`src/cpu_macros.svh`:
```
`ifndef CPU_MACROS_SVH
`define CPU_MACROS_SVH

// Datapath word width
`define DATA_WIDTH 32

// Register file size and address width
`define REG_COUNT 8
`define REG_ADDR_WIDTH 3

// Data memory, word addressed
`define DMEM_DEPTH 16
`define DMEM_ADDR_WIDTH 4

`endif

```
`src/cpu_pkg.sv`:
```
`default_nettype none

`include "cpu_macros.svh"

package cpu_pkg;

    // Instruction opcodes, NOP is all zeros so a cleared register is a bubble
    typedef enum logic [3:0] {
        OP_NOP  = 4'd0,
        OP_ADD  = 4'd1,
        OP_SUB  = 4'd2,
        OP_AND  = 4'd3,
        OP_OR   = 4'd4,
        OP_XOR  = 4'd5,
        OP_ADDI = 4'd6,
        OP_LW   = 4'd7,
        OP_SW   = 4'd8
    } opcode_e;

    // Where a stage's result comes from
    // Only ALU results are ready while still in execute
    typedef enum logic [1:0] {
        SRC_NONE = 2'd0,
        SRC_ALU  = 2'd1,
        SRC_MEM  = 2'd2
    } exec_src_e;

    // Pre-fetched instruction fields
    typedef struct packed {
        opcode_e                    op;
        logic [`REG_ADDR_WIDTH-1:0] rd;
        logic [`REG_ADDR_WIDTH-1:0] rs;
        logic [`REG_ADDR_WIDTH-1:0] rt;
        logic [15:0]                imm;
    } instr_t;

endpackage

`default_nettype wire

```
`src/stage_fwd_if.sv`:
```
`default_nettype none

`include "cpu_macros.svh"

// Write-back request of one stage, fed back to decode for bypassing
interface stage_fwd_if;
    import cpu_pkg::*;

    // Stage holds an instruction that writes a register
    logic                       wb_reg;
    // Origin of the result value
    exec_src_e                  exec_src;
    // Destination register
    logic [`REG_ADDR_WIDTH-1:0] write_addr;
    // Result value
    logic [`DATA_WIDTH-1:0]     write;

    // Driven by the pipeline stage
    modport source (
        output wb_reg,
        output exec_src,
        output write_addr,
        output write
    );

    // Read by decode
    modport sink (
        input wb_reg,
        input exec_src,
        input write_addr,
        input write
    );

endinterface

`default_nettype wire

```
`src/register_file.sv`:
```
`default_nettype none

`include "cpu_macros.svh"

module register_file (
    input  wire                       clk,
    input  wire                       rst,
    input  wire [`REG_ADDR_WIDTH-1:0] rs_addr,
    input  wire [`REG_ADDR_WIDTH-1:0] rt_addr,
    output logic [`DATA_WIDTH-1:0]    rs_data,
    output logic [`DATA_WIDTH-1:0]    rt_data,
    input  wire                       write_enable,
    input  wire [`REG_ADDR_WIDTH-1:0] write_addr,
    input  wire [`DATA_WIDTH-1:0]     write
);

    // Register storage, no special register 0
    logic [`DATA_WIDTH-1:0] regs [`REG_COUNT];

    // Asynchronous read ports
    // Same-cycle write is covered by write-back forwarding in decode
    assign rs_data = regs[rs_addr];
    assign rt_data = regs[rt_addr];

    // Single write port
    always_ff @(posedge clk)
    begin
        if (rst)
        begin
            for (int i = 0; i < `REG_COUNT; i++)
            begin
                regs[i] <= '0;
            end
        end
        else if (write_enable)
        begin
            regs[write_addr] <= write;
        end
    end

endmodule

`default_nettype wire

```
`src/forwarding_unit.sv`:
```
`default_nettype none

`include "cpu_macros.svh"

module forwarding_unit (
    // Operand requests from decode
    input  wire                       dec_rs_enable,
    input  wire [`REG_ADDR_WIDTH-1:0] dec_prs_addr,
    input  wire [`DATA_WIDTH-1:0]     dec_rs_data,
    input  wire                       dec_rt_enable,
    input  wire [`REG_ADDR_WIDTH-1:0] dec_prt_addr,
    input  wire [`DATA_WIDTH-1:0]     dec_rt_data,
    // Results still in flight
    stage_fwd_if.sink                 exec_fwd,
    stage_fwd_if.sink                 mem_fwd,
    stage_fwd_if.sink                 wb_fwd,
    // Operands after bypassing
    output logic [`DATA_WIDTH-1:0]    dec_rs_override,
    output logic [`DATA_WIDTH-1:0]    dec_rt_override
);
    import cpu_pkg::*;

    ////////////////////////////////////////////////////////////
    // Operand selection
    ////////////////////////////////////////////////////////////

    // Youngest producer wins: execute, then memory, then write back
    function automatic logic [`DATA_WIDTH-1:0] pick_operand(
        input logic                       enable,
        input logic [`REG_ADDR_WIDTH-1:0] addr,
        input logic [`DATA_WIDTH-1:0]     reg_value
    );
        logic [`DATA_WIDTH-1:0] value;
        // Default is the register file copy
        value = reg_value;
        if (enable)
        begin
            // Loads in execute have no data yet, stall handles them
            if (exec_fwd.wb_reg && exec_fwd.exec_src == SRC_ALU &&
                exec_fwd.write_addr == addr)
                value = exec_fwd.write;
            else if (mem_fwd.wb_reg && mem_fwd.write_addr == addr)
                value = mem_fwd.write;
            else if (wb_fwd.wb_reg && wb_fwd.write_addr == addr)
                value = wb_fwd.write;
        end
        return value;
    endfunction

    // Same rule for both operands
    always_comb
    begin
        dec_rs_override = pick_operand(dec_rs_enable, dec_prs_addr, dec_rs_data);
        dec_rt_override = pick_operand(dec_rt_enable, dec_prt_addr, dec_rt_data);
    end

endmodule

`default_nettype wire

```
`src/decode_stage.sv`:
```
`default_nettype none

`include "cpu_macros.svh"

module decode_stage (
    input  wire                        clk,
    input  wire                        rst,
    // Instruction input
    input  wire                        instr_valid,
    input  wire cpu_pkg::instr_t       instr,
    output logic                       stall,
    // Bypass sources
    stage_fwd_if.sink                  exec_fwd,
    stage_fwd_if.sink                  mem_fwd,
    stage_fwd_if.sink                  wb_fwd,
    // Register file read ports
    output logic [`REG_ADDR_WIDTH-1:0] rs_addr,
    output logic [`REG_ADDR_WIDTH-1:0] rt_addr,
    input  wire [`DATA_WIDTH-1:0]      rs_data,
    input  wire [`DATA_WIDTH-1:0]      rt_data,
    // Execute pipeline register
    output cpu_pkg::instr_t            ex_instr,
    output logic                       ex_valid,
    output logic [`DATA_WIDTH-1:0]     ex_rs_value,
    output logic [`DATA_WIDTH-1:0]     ex_rt_value
);
    import cpu_pkg::*;

    logic                   rs_enable;
    logic                   rt_enable;
    logic [`DATA_WIDTH-1:0] rs_value;
    logic [`DATA_WIDTH-1:0] rt_value;
    logic                   load_use;

    ////////////////////////////////////////////////////////////
    // Operand usage and register reads
    ////////////////////////////////////////////////////////////

    assign rs_addr = instr.rs;
    assign rt_addr = instr.rt;

    // rs for every real op, rt for reg-reg ops and store data
    always_comb
    begin
        rs_enable = (instr.op != OP_NOP);
        case (instr.op)
            OP_ADD, OP_SUB, OP_AND, OP_OR, OP_XOR, OP_SW: rt_enable = 1'b1;
            default:                                       rt_enable = 1'b0;
        endcase
    end

    forwarding_unit u_forwarding_unit (
        .dec_rs_enable   (rs_enable),
        .dec_prs_addr    (instr.rs),
        .dec_rs_data     (rs_data),
        .dec_rt_enable   (rt_enable),
        .dec_prt_addr    (instr.rt),
        .dec_rt_data     (rt_data),
        .exec_fwd        (exec_fwd),
        .mem_fwd         (mem_fwd),
        .wb_fwd          (wb_fwd),
        .dec_rs_override (rs_value),
        .dec_rt_override (rt_value)
    );

    ////////////////////////////////////////////////////////////
    // Load-use hazard
    ////////////////////////////////////////////////////////////

    // Load in execute whose destination is read here
    assign load_use = exec_fwd.wb_reg && exec_fwd.exec_src == SRC_MEM &&
                      ((rs_enable && instr.rs == exec_fwd.write_addr) ||
                       (rt_enable && instr.rt == exec_fwd.write_addr));

    assign stall = instr_valid && load_use;

    // Execute register, bubble when idle or stalled
    always_ff @(posedge clk)
    begin
        if (rst)
        begin
            ex_valid <= 1'b0;
            ex_instr <= '0;
        end
        else if (instr_valid && !stall)
        begin
            ex_valid <= 1'b1;
            ex_instr <= instr;
        end
        else
        begin
            ex_valid    <= 1'b0;
            ex_instr.op <= OP_NOP;
        end
    end

    // Operand payload, only meaningful alongside ex_valid
    always_ff @(posedge clk)
    begin
        ex_rs_value <= rs_value;
        ex_rt_value <= rt_value;
    end

endmodule

`default_nettype wire

```
`src/execute_stage.sv`:
```
`default_nettype none

`include "cpu_macros.svh"

module execute_stage (
    input  wire                        clk,
    input  wire                        rst,
    // From the decode pipeline register
    input  wire cpu_pkg::instr_t       ex_instr,
    input  wire                        ex_valid,
    input  wire [`DATA_WIDTH-1:0]      ex_rs_value,
    input  wire [`DATA_WIDTH-1:0]      ex_rt_value,
    // Bypass request back to decode
    stage_fwd_if.source                exec_fwd,
    // Memory pipeline register
    output cpu_pkg::opcode_e           mem_op,
    output logic [`REG_ADDR_WIDTH-1:0] mem_rd,
    output logic [`DATA_WIDTH-1:0]     mem_result,
    output logic [`DATA_WIDTH-1:0]     mem_store_data,
    output logic                       mem_valid
);
    import cpu_pkg::*;

    logic [`DATA_WIDTH-1:0] imm_ext;
    logic [`DATA_WIDTH-1:0] result;

    // Sign-extended immediate
    assign imm_ext = {{(`DATA_WIDTH-16){ex_instr.imm[15]}}, ex_instr.imm};

    ////////////////////////////////////////////////////////////
    // ALU and result source
    ////////////////////////////////////////////////////////////

    always_comb
    begin
        result            = '0;
        exec_fwd.exec_src = SRC_NONE;
        case (ex_instr.op)
            OP_ADD:  result = ex_rs_value + ex_rt_value;
            OP_SUB:  result = ex_rs_value - ex_rt_value;
            OP_AND:  result = ex_rs_value & ex_rt_value;
            OP_OR:   result = ex_rs_value | ex_rt_value;
            OP_XOR:  result = ex_rs_value ^ ex_rt_value;
            // Immediate add, also the load/store address
            OP_ADDI, OP_LW, OP_SW: result = ex_rs_value + imm_ext;
            default: result = '0;
        endcase
        case (ex_instr.op)
            OP_ADD, OP_SUB, OP_AND, OP_OR, OP_XOR, OP_ADDI: exec_fwd.exec_src = SRC_ALU;
            // Load data arrives in memory stage
            OP_LW:   exec_fwd.exec_src = SRC_MEM;
            default: exec_fwd.exec_src = SRC_NONE;
        endcase
    end

    // Stores and NOPs leave the register file alone
    assign exec_fwd.wb_reg     = ex_valid && (exec_fwd.exec_src != SRC_NONE);
    assign exec_fwd.write_addr = ex_instr.rd;
    assign exec_fwd.write      = result;

    // Control part of the memory register
    always_ff @(posedge clk)
    begin
        if (rst)
        begin
            mem_valid <= 1'b0;
            mem_op    <= OP_NOP;
        end
        else
        begin
            mem_valid <= ex_valid;
            mem_op    <= ex_instr.op;
        end
    end

    // Payload part
    always_ff @(posedge clk)
    begin
        mem_rd         <= ex_instr.rd;
        mem_result     <= result;
        mem_store_data <= ex_rt_value;
    end

endmodule

`default_nettype wire

```
`src/memory_stage.sv`:
```
`default_nettype none

`include "cpu_macros.svh"

module memory_stage (
    input  wire                       clk,
    input  wire                       rst,
    // From the execute pipeline register
    input  wire cpu_pkg::opcode_e     mem_op,
    input  wire [`REG_ADDR_WIDTH-1:0] mem_rd,
    input  wire [`DATA_WIDTH-1:0]     mem_result,
    input  wire [`DATA_WIDTH-1:0]     mem_store_data,
    input  wire                       mem_valid,
    // Bypass requests of memory and write back
    stage_fwd_if.source               mem_fwd,
    stage_fwd_if.source               wb_fwd
);
    import cpu_pkg::*;

    logic [`DATA_WIDTH-1:0]     dmem [`DMEM_DEPTH];
    logic [`DMEM_ADDR_WIDTH-1:0] dmem_addr;
    logic                       mem_wb_reg;
    exec_src_e                  mem_src;
    logic [`DATA_WIDTH-1:0]     mem_write;
    logic                       wb_valid_q;
    exec_src_e                  wb_src_q;
    logic [`REG_ADDR_WIDTH-1:0] wb_rd_q;
    logic [`DATA_WIDTH-1:0]     wb_data_q;

    ////////////////////////////////////////////////////////////
    // Data memory
    ////////////////////////////////////////////////////////////

    // Word address from the low bits of the ALU sum
    assign dmem_addr = mem_result[`DMEM_ADDR_WIDTH-1:0];

    always_ff @(posedge clk)
    begin
        if (rst)
        begin
            for (int i = 0; i < `DMEM_DEPTH; i++)
            begin
                dmem[i] <= '0;
            end
        end
        else if (mem_valid && mem_op == OP_SW)
        begin
            dmem[dmem_addr] <= mem_store_data;
        end
    end

    // Result of this stage, load data read asynchronously
    always_comb
    begin
        case (mem_op)
            OP_ADD, OP_SUB, OP_AND, OP_OR, OP_XOR, OP_ADDI: mem_src = SRC_ALU;
            OP_LW:   mem_src = SRC_MEM;
            default: mem_src = SRC_NONE;
        endcase
        mem_write = (mem_op == OP_LW) ? dmem[dmem_addr] : mem_result;
    end

    assign mem_wb_reg = mem_valid && (mem_src != SRC_NONE);

    assign mem_fwd.wb_reg     = mem_wb_reg;
    assign mem_fwd.exec_src   = mem_src;
    assign mem_fwd.write_addr = mem_rd;
    assign mem_fwd.write      = mem_write;

    ////////////////////////////////////////////////////////////
    // Write-back register
    ////////////////////////////////////////////////////////////

    always_ff @(posedge clk)
    begin
        if (rst)
        begin
            wb_valid_q <= 1'b0;
            wb_src_q   <= SRC_NONE;
        end
        else
        begin
            wb_valid_q <= mem_wb_reg;
            wb_src_q   <= mem_src;
        end
    end

    always_ff @(posedge clk)
    begin
        wb_rd_q   <= mem_rd;
        wb_data_q <= mem_write;
    end

    // Also feeds the register file write port
    assign wb_fwd.wb_reg     = wb_valid_q;
    assign wb_fwd.exec_src   = wb_src_q;
    assign wb_fwd.write_addr = wb_rd_q;
    assign wb_fwd.write      = wb_data_q;

endmodule

`default_nettype wire

```
`src/pipeline_top.sv`:
```
`default_nettype none

`include "cpu_macros.svh"

module pipeline_top (
    input  wire                        clk,
    input  wire                        rst,
    input  wire                        instr_valid,
    input  wire cpu_pkg::instr_t       instr,
    output logic                       stall,
    output logic                       wb_valid,
    output logic [`REG_ADDR_WIDTH-1:0] wb_addr,
    output logic [`DATA_WIDTH-1:0]     wb_data
);
    import cpu_pkg::*;

    // Register file read path
    logic [`REG_ADDR_WIDTH-1:0] rs_addr;
    logic [`REG_ADDR_WIDTH-1:0] rt_addr;
    logic [`DATA_WIDTH-1:0]     rs_data;
    logic [`DATA_WIDTH-1:0]     rt_data;

    // Decode to execute
    instr_t                     ex_instr;
    logic                       ex_valid;
    logic [`DATA_WIDTH-1:0]     ex_rs_value;
    logic [`DATA_WIDTH-1:0]     ex_rt_value;

    // Execute to memory
    opcode_e                    mem_op;
    logic [`REG_ADDR_WIDTH-1:0] mem_rd;
    logic [`DATA_WIDTH-1:0]     mem_result;
    logic [`DATA_WIDTH-1:0]     mem_store_data;
    logic                       mem_valid;

    // Bypass paths back into decode
    stage_fwd_if exec_fwd ();
    stage_fwd_if mem_fwd ();
    stage_fwd_if wb_fwd ();

    decode_stage u_decode (
        .clk         (clk),
        .rst         (rst),
        .instr_valid (instr_valid),
        .instr       (instr),
        .stall       (stall),
        .exec_fwd    (exec_fwd),
        .mem_fwd     (mem_fwd),
        .wb_fwd      (wb_fwd),
        .rs_addr     (rs_addr),
        .rt_addr     (rt_addr),
        .rs_data     (rs_data),
        .rt_data     (rt_data),
        .ex_instr    (ex_instr),
        .ex_valid    (ex_valid),
        .ex_rs_value (ex_rs_value),
        .ex_rt_value (ex_rt_value)
    );

    execute_stage u_execute (
        .clk            (clk),
        .rst            (rst),
        .ex_instr       (ex_instr),
        .ex_valid       (ex_valid),
        .ex_rs_value    (ex_rs_value),
        .ex_rt_value    (ex_rt_value),
        .exec_fwd       (exec_fwd),
        .mem_op         (mem_op),
        .mem_rd         (mem_rd),
        .mem_result     (mem_result),
        .mem_store_data (mem_store_data),
        .mem_valid      (mem_valid)
    );

    memory_stage u_memory (
        .clk            (clk),
        .rst            (rst),
        .mem_op         (mem_op),
        .mem_rd         (mem_rd),
        .mem_result     (mem_result),
        .mem_store_data (mem_store_data),
        .mem_valid      (mem_valid),
        .mem_fwd        (mem_fwd),
        .wb_fwd         (wb_fwd)
    );

    // Written from the write-back register
    register_file u_register_file (
        .clk          (clk),
        .rst          (rst),
        .rs_addr      (rs_addr),
        .rt_addr      (rt_addr),
        .rs_data      (rs_data),
        .rt_data      (rt_data),
        .write_enable (wb_fwd.wb_reg),
        .write_addr   (wb_fwd.write_addr),
        .write        (wb_fwd.write)
    );

    // Writeback observation
    assign wb_valid = wb_fwd.wb_reg;
    assign wb_addr  = wb_fwd.write_addr;
    assign wb_data  = wb_fwd.write;

endmodule

`default_nettype wire

```
`config.mk`:
```
export PLATFORM = sky130hd
export DESIGN_NAME = pipeline_top
export DESIGN_NICKNAME = d
export VERILOG_FILES = /design/src/cpu_pkg.sv /design/src/stage_fwd_if.sv /design/src/register_file.sv /design/src/forwarding_unit.sv /design/src/decode_stage.sv /design/src/execute_stage.sv /design/src/memory_stage.sv /design/src/pipeline_top.sv
export VERILOG_INCLUDE_DIRS = /design/src
export SDC_FILE = /design/constraint.sdc
export NUM_CORES = 2
export LEC_CHECK = 0
export BUFFER_PORTS_ARGS = -buffer_cell sky130_fd_sc_hd__buf_2
export CORE_MARGIN = 8
export CORE_UTILIZATION = 35
export CTS_CLUSTER_SIZE = 16
export DETAILED_ROUTE_END_ITERATION = 7
export PLACE_DENSITY_LB_ADDON = 0.25
export SETUP_SLACK_MARGIN = 0.05
export SLEW_MARGIN = 20
export SYNTH_ARGS = -nofsm -noshare
export SYNTH_HDL_FRONTEND = slang
export SYNTH_SLANG_ARGS = --single-unit
```
`constraint.sdc`:
```
create_clock -name clk -period 5.55 [get_ports clk]
set_input_delay 0.2775 -clock clk [delete_from_list [all_inputs] [get_ports clk]]
set_output_delay 0.2775 -clock clk [all_outputs]
set_load 0.1 [all_outputs]
```
# == Word level (Yosys, flattened, before mapping) ==
# Memory sizes are Yosys's and may differ from the RTL's. A register that Yosys moved wholly into a read port is not among the register bits.
# Cells that the tools add are included.
# word_totals
ff_bits,196
ramBits,768
input_bits,32
wordCells,111
memories,2
# classes
n_addsub,3
n_eq_ne,32
n_mux,28
bitwise_logic,4
n_reduce_logical,28
# mem_list
memory,depth,width,read_ports,rd_ports_with_merged_regs,write_ports,line,source
u_memory.dmem,16,32,1,1,16,memory_stage.sv:20,logic [`DATA_WIDTH-1:0] dmem [`DMEM_DEPTH];
u_register_file.regs,8,32,2,0,8,register_file.sv:18,logic [`DATA_WIDTH-1:0] regs [`REG_COUNT];
# op_table
op,n
$mux W32,11
$pmux W32 S6,1
$add A32 B32 Y32,2
$reduce_or A32 Y1,2
$eq A4 B3 Y1 const B,10
$and A32 B32 Y32,1
$or A32 B32 Y32,1
$sub A32 B32 Y32,1
$xor A32 B32 Y32,1
$eq A3 B3 Y1,8
$eq A4 B2 Y1 const B,6
$reduce_or A6 Y1,3
$logic_and A1 B1 Y1,16
$eq A4 B1 Y1 const B,3
$eq A4 B4 Y1 const B,3
$mux W1,12
$pmux W2 S2,2
$mux W4,1
$reduce_bool A2 Y1,2
$reduce_bool A4 Y1,1
$mux W3,1
$reduce_or A3 Y1,1
$eq A2 B1 Y1 const B,1
$eq A2 B2 Y1 const B,1
4 further kinds,4

# == Depth between registers and ports, before layout ==
# logic_depth
ltp_word,12
depth_mapped,21
depth_no_buf,20

# == Hierarchy ==
# A second synthesis with hierarchy kept.
# unflattened
cells_unflattened,3959
hier_area_um2,50678.6
# by_module_without_submodules
mod,n_inst,cells_each,area_each_um2
memory_stage,1,1657,24337.1
register_file,1,843,13645.6
execute_stage,1,754,6039.5
forwarding_unit,1,497,3901.2
decode_stage,1,208,2755.1

# == Least setup slack after synthesis ==
# OpenSTA, ideal clock, no wires.
# synth_path
path_kind,reg2reg
start,register u_decode.ex_instr[25] (netlist name)
end,register u_decode.ex_rs_value[31]
setup_ps,120
arrival_time_ps,4198
path_slack_ps,1232
stages_incl_launch_ff,21
n_path_buf,4
cell_sequence,dfxtp_1 clkbuf_1 nor4b_1 a21o_1 nand2b_1 clkbuf_1 clkbuf_1 o21ai_0 a222oi_1 inv_1 ha_1 clkbuf_1 a21oi_1 o21ai_1 a2111oi_0 a2bb2oi_1 a31o_2 a41oi_2 xnor2_1 nor2_1 o31a_1
# synth_via
elab_chain_cells,9
elab_cells_between_ends,19
classes_between,eq/ne: 9; mux: 4; reduce/logical: 6
# synth_rtl
item,line,source
$eq A4 B1 Y1 (tied with other cells),"execute_stage.sv:38, execute_stage.sv:48",
$reduce_or A6 Y1,execute_stage.sv:48,case (ex_instr.op)
$pmux W2 S2,execute_stage.sv:48,
$reduce_bool A2 Y1,execute_stage.sv:57,assign exec_fwd.wb_reg = ex_valid && (exec_fwd.exec_src != SRC_NONE);
$logic_and A1 B1 Y1,execute_stage.sv:57,
$logic_and A1 B1 Y1 (2 in series),forwarding_unit.sv:39,if (exec_fwd.wb_reg && exec_fwd.exec_src == SRC_ALU &&
$mux W32 *,forwarding_unit.sv:39,
$mux W32 *,forwarding_unit.sv:36,if (enable)
named net u_decode.rs_value[31],decode_stage.sv:31,logic [`DATA_WIDTH-1:0] rs_value;
"end signal, assigned",decode_stage.sv:100,ex_rs_value <= rs_value;
"end, declared",decode_stage.sv:24,"output logic [`DATA_WIDTH-1:0] ex_rs_value,"
# The timed path passes the listed nets; every way through them passes the cells marked *.
# A chain may end at the register's enable or synchronous reset.

# == Final worst setup path ==
# layout_path
start,register u_decode.ex_instr[25] (netlist name)
end,register u_decode.ex_rt_value[29]
# layout_via
elab_chain_cells,9
elab_cells_between_ends,19
classes_between,eq/ne: 9; mux: 4; reduce/logical: 6
# layout_rtl
item,line,source
$eq A4 B1 Y1 (tied with other cells),"execute_stage.sv:38, execute_stage.sv:48",
$reduce_or A6 Y1,execute_stage.sv:48,
$pmux W2 S2,execute_stage.sv:48,
$reduce_bool A2 Y1,execute_stage.sv:57,
$logic_and A1 B1 Y1,execute_stage.sv:57,
$logic_and A1 B1 Y1 (2 in series),forwarding_unit.sv:39,
$mux W32 *,forwarding_unit.sv:39,
$mux W32 *,forwarding_unit.sv:36,
named net u_decode.rt_value[29],decode_stage.sv:32,logic [`DATA_WIDTH-1:0] rt_value;
"end signal, assigned",decode_stage.sv:101,ex_rt_value <= rt_value;
"end, declared",decode_stage.sv:25,output logic [`DATA_WIDTH-1:0] ex_rt_value
# Marked as above.

==> results.md <==
- # Max-Cap Violations: 0
- Vias: 29.5k
- Total die area: 149,000 um2
- Avg Cell Area, Syn: 13.4 um2
- Critical path's slowest cell: a311oi_1
- Final setup vio count: 0
- Unrepaired setup endpoints after global routing: false
- Clock root buffer: clkbuf_16
- Flops & latches, synth: 964
- GR Overflow Total: 0
- Share of cells above drive strength 1: 0.189
- DRC: 0
- 1st-pass router iterations: 5
- WHS Endpoint: u_decode.ex_rs_value[20]
- Core footprint: 135,000 um2
- Sink Count: 964
- CP peak stage delay: 0.50 ns
- Final ANT Viol Nets: 0
- Boundary pin count: 69
- Final RePlAce weighted congestion: 0.881
- Worst Skew: 0.0364 ns
- Cell leakage power: 20.2 nW
- Fin crit share: 0.892
- Vias in the first global route: 29.6k
- Main combinational cell family by area after synthesis: multiplexers
- Power Density: 346 nW/um2
- Worst hold start: instr[21]
- Worst reg2reg path depth: 17
- Required time worst endpoint: 6.07 ns
- Slew margin rel.: 0.307
- Total power: 18.6 mW
- Crit path from: u_decode.ex_instr[25]
- Cell Count, Final, Fillers Out: 5,457
- Number of synthesized flops with an enable pin: 768
- Crit path max fanout: 16
- Crit Path Category: reg2reg
- Crit-path cells: nor4b_1, a21o_1, nand2b_1, buf_4, o21ai_0, a222oi_1, inv_1, ha_1, a21oi_1, o21ai_1, a2111oi_0, a2bb2oi_1, a311oi_1, o21ai_1, xor2_1, a21oi_1, a221oi_1
- Top FF cell, synth: edfxtp_1
- FMAX: 202 MHz
- Starting Density: 0.353
- Hold Path Class: in2reg
- First-pass GRT wire length: 209 mm
- Layout Nets: 3,722
- Site Rows: 135
- Slew at the pin closest to its max-slew limit: 1.04 ns
- Slew Viols, Final: 0
- Final WL: 144 mm
- Fraction of the mapped netlist area in adder cells: 0.0271
- Yosys warnings: 0
- Max VDD drop: 0.260 mV
- Compound-Gate Fraction of Synth Area: 0.0648
- H-tree levels: 3
- WP data arrival: 5.47 ns
- Startpoint Class: flip-flop
- Cell Area, Synth: 47,800 um2
- Max FFs per register: 512
- Part of the Yosys area used for sequential elements: 0.564
- Die Wd: 386 um
- Distinct cell type count of the synthesized netlist: 72
- Clock latency on the worst-skew pair: 0.69 ns
- Pin count of the biggest net entering global routing: 89
- Multiplexer area fraction after synthesis: 0.162
- Area Overhead vs Synth: 12.6%
- Top Registers: u_memory.dmem: 512 flops, u_register_file.regs: 256 flops
- Placed Instances: 5,237
- Period minus WS final: 4.95 ns
- Crit. End Element: flip-flop
- Final hold viol count: 0
- Synthesized Nets: 3,703
- I/O Buffers: 68
- Clock transition at path regs: 0.06 ns
- Top reg by flops: u_memory.dmem
- Deepest clock path buffer count: 3
- All-layer global routing usage: 0.190
- CTS tree: yes
- RR Endpoint: u_decode.ex_rt_value[29]
- Setup TNS: 0 ns
- Cts bufs inserted: 102
- Worst hold path depth: 6
- DP HPWL: 87.1 mm
- Cells after synthesis: 3,568
- 1st-iter DRT viols: 2,901
- Initial antenna violation count: 2
- Die Y: 386 um
- Via density: 5.41
- Routed len/inst: 26.3 um
- Status: finished, final reports clean
- Worst reg2reg path startpoint: u_decode.ex_instr[25]
- Simple-gate share of the synthesized area: 0.144
- FF-to-FF setup slack: 0.60 ns
- Post-Synth XOR/XNOR Area: 0.00824
- Asr flop ratio synth: 0
==> layout by cell type (no fill, tap or decap), drive strengths merged, types with 18 or more instances in the layout <==
cell type / n
a211oi: 57
a21oi: 111
a22oi: 19
and2: 776
buf: 160
clkbuf: 138
clkinv: 36
dfxtp: 196
dlygate4sd3: 27
edfxtp: 768
ha: 102
inv: 90
mux2: 31
mux2i: 94
mux4: 287
nand2: 115
nand3: 40
nor2: 156
nor3: 24
o211ai: 44
o21ai: 117
or2: 28
xnor2: 18
xor2: 27
==> stage by stage <==
step / utilization / setup WS [ns] / instance area, um2 / hold slack (ns)
after floorplan: - / 1.23 / 47800 / 0.367
after global placement: 0.371 / 0.760 / 50200 / 0.380
after detailed placement: 0.371 / 0.759 / 50200 / 0.381
after CTS: 0.397 / 0.741 / 53800 / 0.270
after global routing: 0.397 / 0.109 / 53800 / 0.336
final: 0.398 / 0.598 / 53900 / 0.319
==> routing by layer <==
metal  global-route usage  vias up  wire length [um]
met5                    0        -                 0
met4               0.0511        0              3320
met3               0.0197      166              6690
met2                0.317      826             69300
met1                0.265    15200             64400
li1                     -    13300                 -
==> where the power goes <==
| group | switching, mW | internal [mW] |
|---|---|---|
| Clock | 2.93 | 3.95 |
| Combinational | 1.87 | 1.10 |
| Sequential | 0.601 | 8.19 |
| Total | 5.40 | 13.2 |
==> Yosys cell counts, types with 44 or more instances <==
cell type  number  share of area
nor2_1        156          0.012
and2_1        776           0.10
a21oi_1       111          0.012
o21ai_0        71         0.0074
ha_1          102          0.027
mux4_2        287           0.14
clkbuf_1      225          0.018
o21ai_1        46         0.0048
inv_1          86         0.0068
a211oi_1       57         0.0089
edfxtp_1      768           0.48
dfxtp_1       196          0.082
mux2i_1        94          0.020
o211ai_1       44         0.0069
nand2_1       115         0.0090
==> final cells by class <==
type	instances	area, um2
fillers	12700	81600
flip-flops and latches	964	27000
multi-input cells	2246	19600
clock buffers	138	2870
well taps	1781	2230
repair buffers	187	1350
clock inverters	51	487
inverters	86	323
diodes	4	10.0
==> critical path: cells and delay by family, from the launching register on <==
kind                       cells  cell delay, ns
AOI/OAI and AO/OA             11            2.79
xor gates and xnor gates       1            0.16
adders and majority gates      1            0.38
buffers and inverters          2            0.35
DFF                            1            0.39
and+or+nand+nor                2            0.72
==> logic make-up (layout without fill, tap and decap cells) <==
family,count (synthesis),in the layout
adders and majority gates,103,103
and+or+nand+nor,1210,1210
xor gates and xnor gates,45,45
other,0,4
muxes,412,412
DFF,964,964
AOI/OAI and AO/OA,476,476
buffers and inverters,358,462
==> repair_timing <==
item / CTS / global route
hold buffers: 27 / 0
resized for setup: 0 / 0
setup buffers: 0 / 0
hold endpoints to repair: 24 / 0
==> worst max path at each step <==
stage	end
2_1_floorplan	u_decode.ex_rs_value[31]
3_3_place_gp	u_decode.ex_rt_value[29]
3_5_place_dp	u_decode.ex_rt_value[29]
4_1_cts	u_decode.ex_rt_value[29]
5_1_grt	u_decode.ex_rt_value[29]
6_report	u_decode.ex_rt_value[29]
No activity file was read; power rests on OpenSTA's default activity.
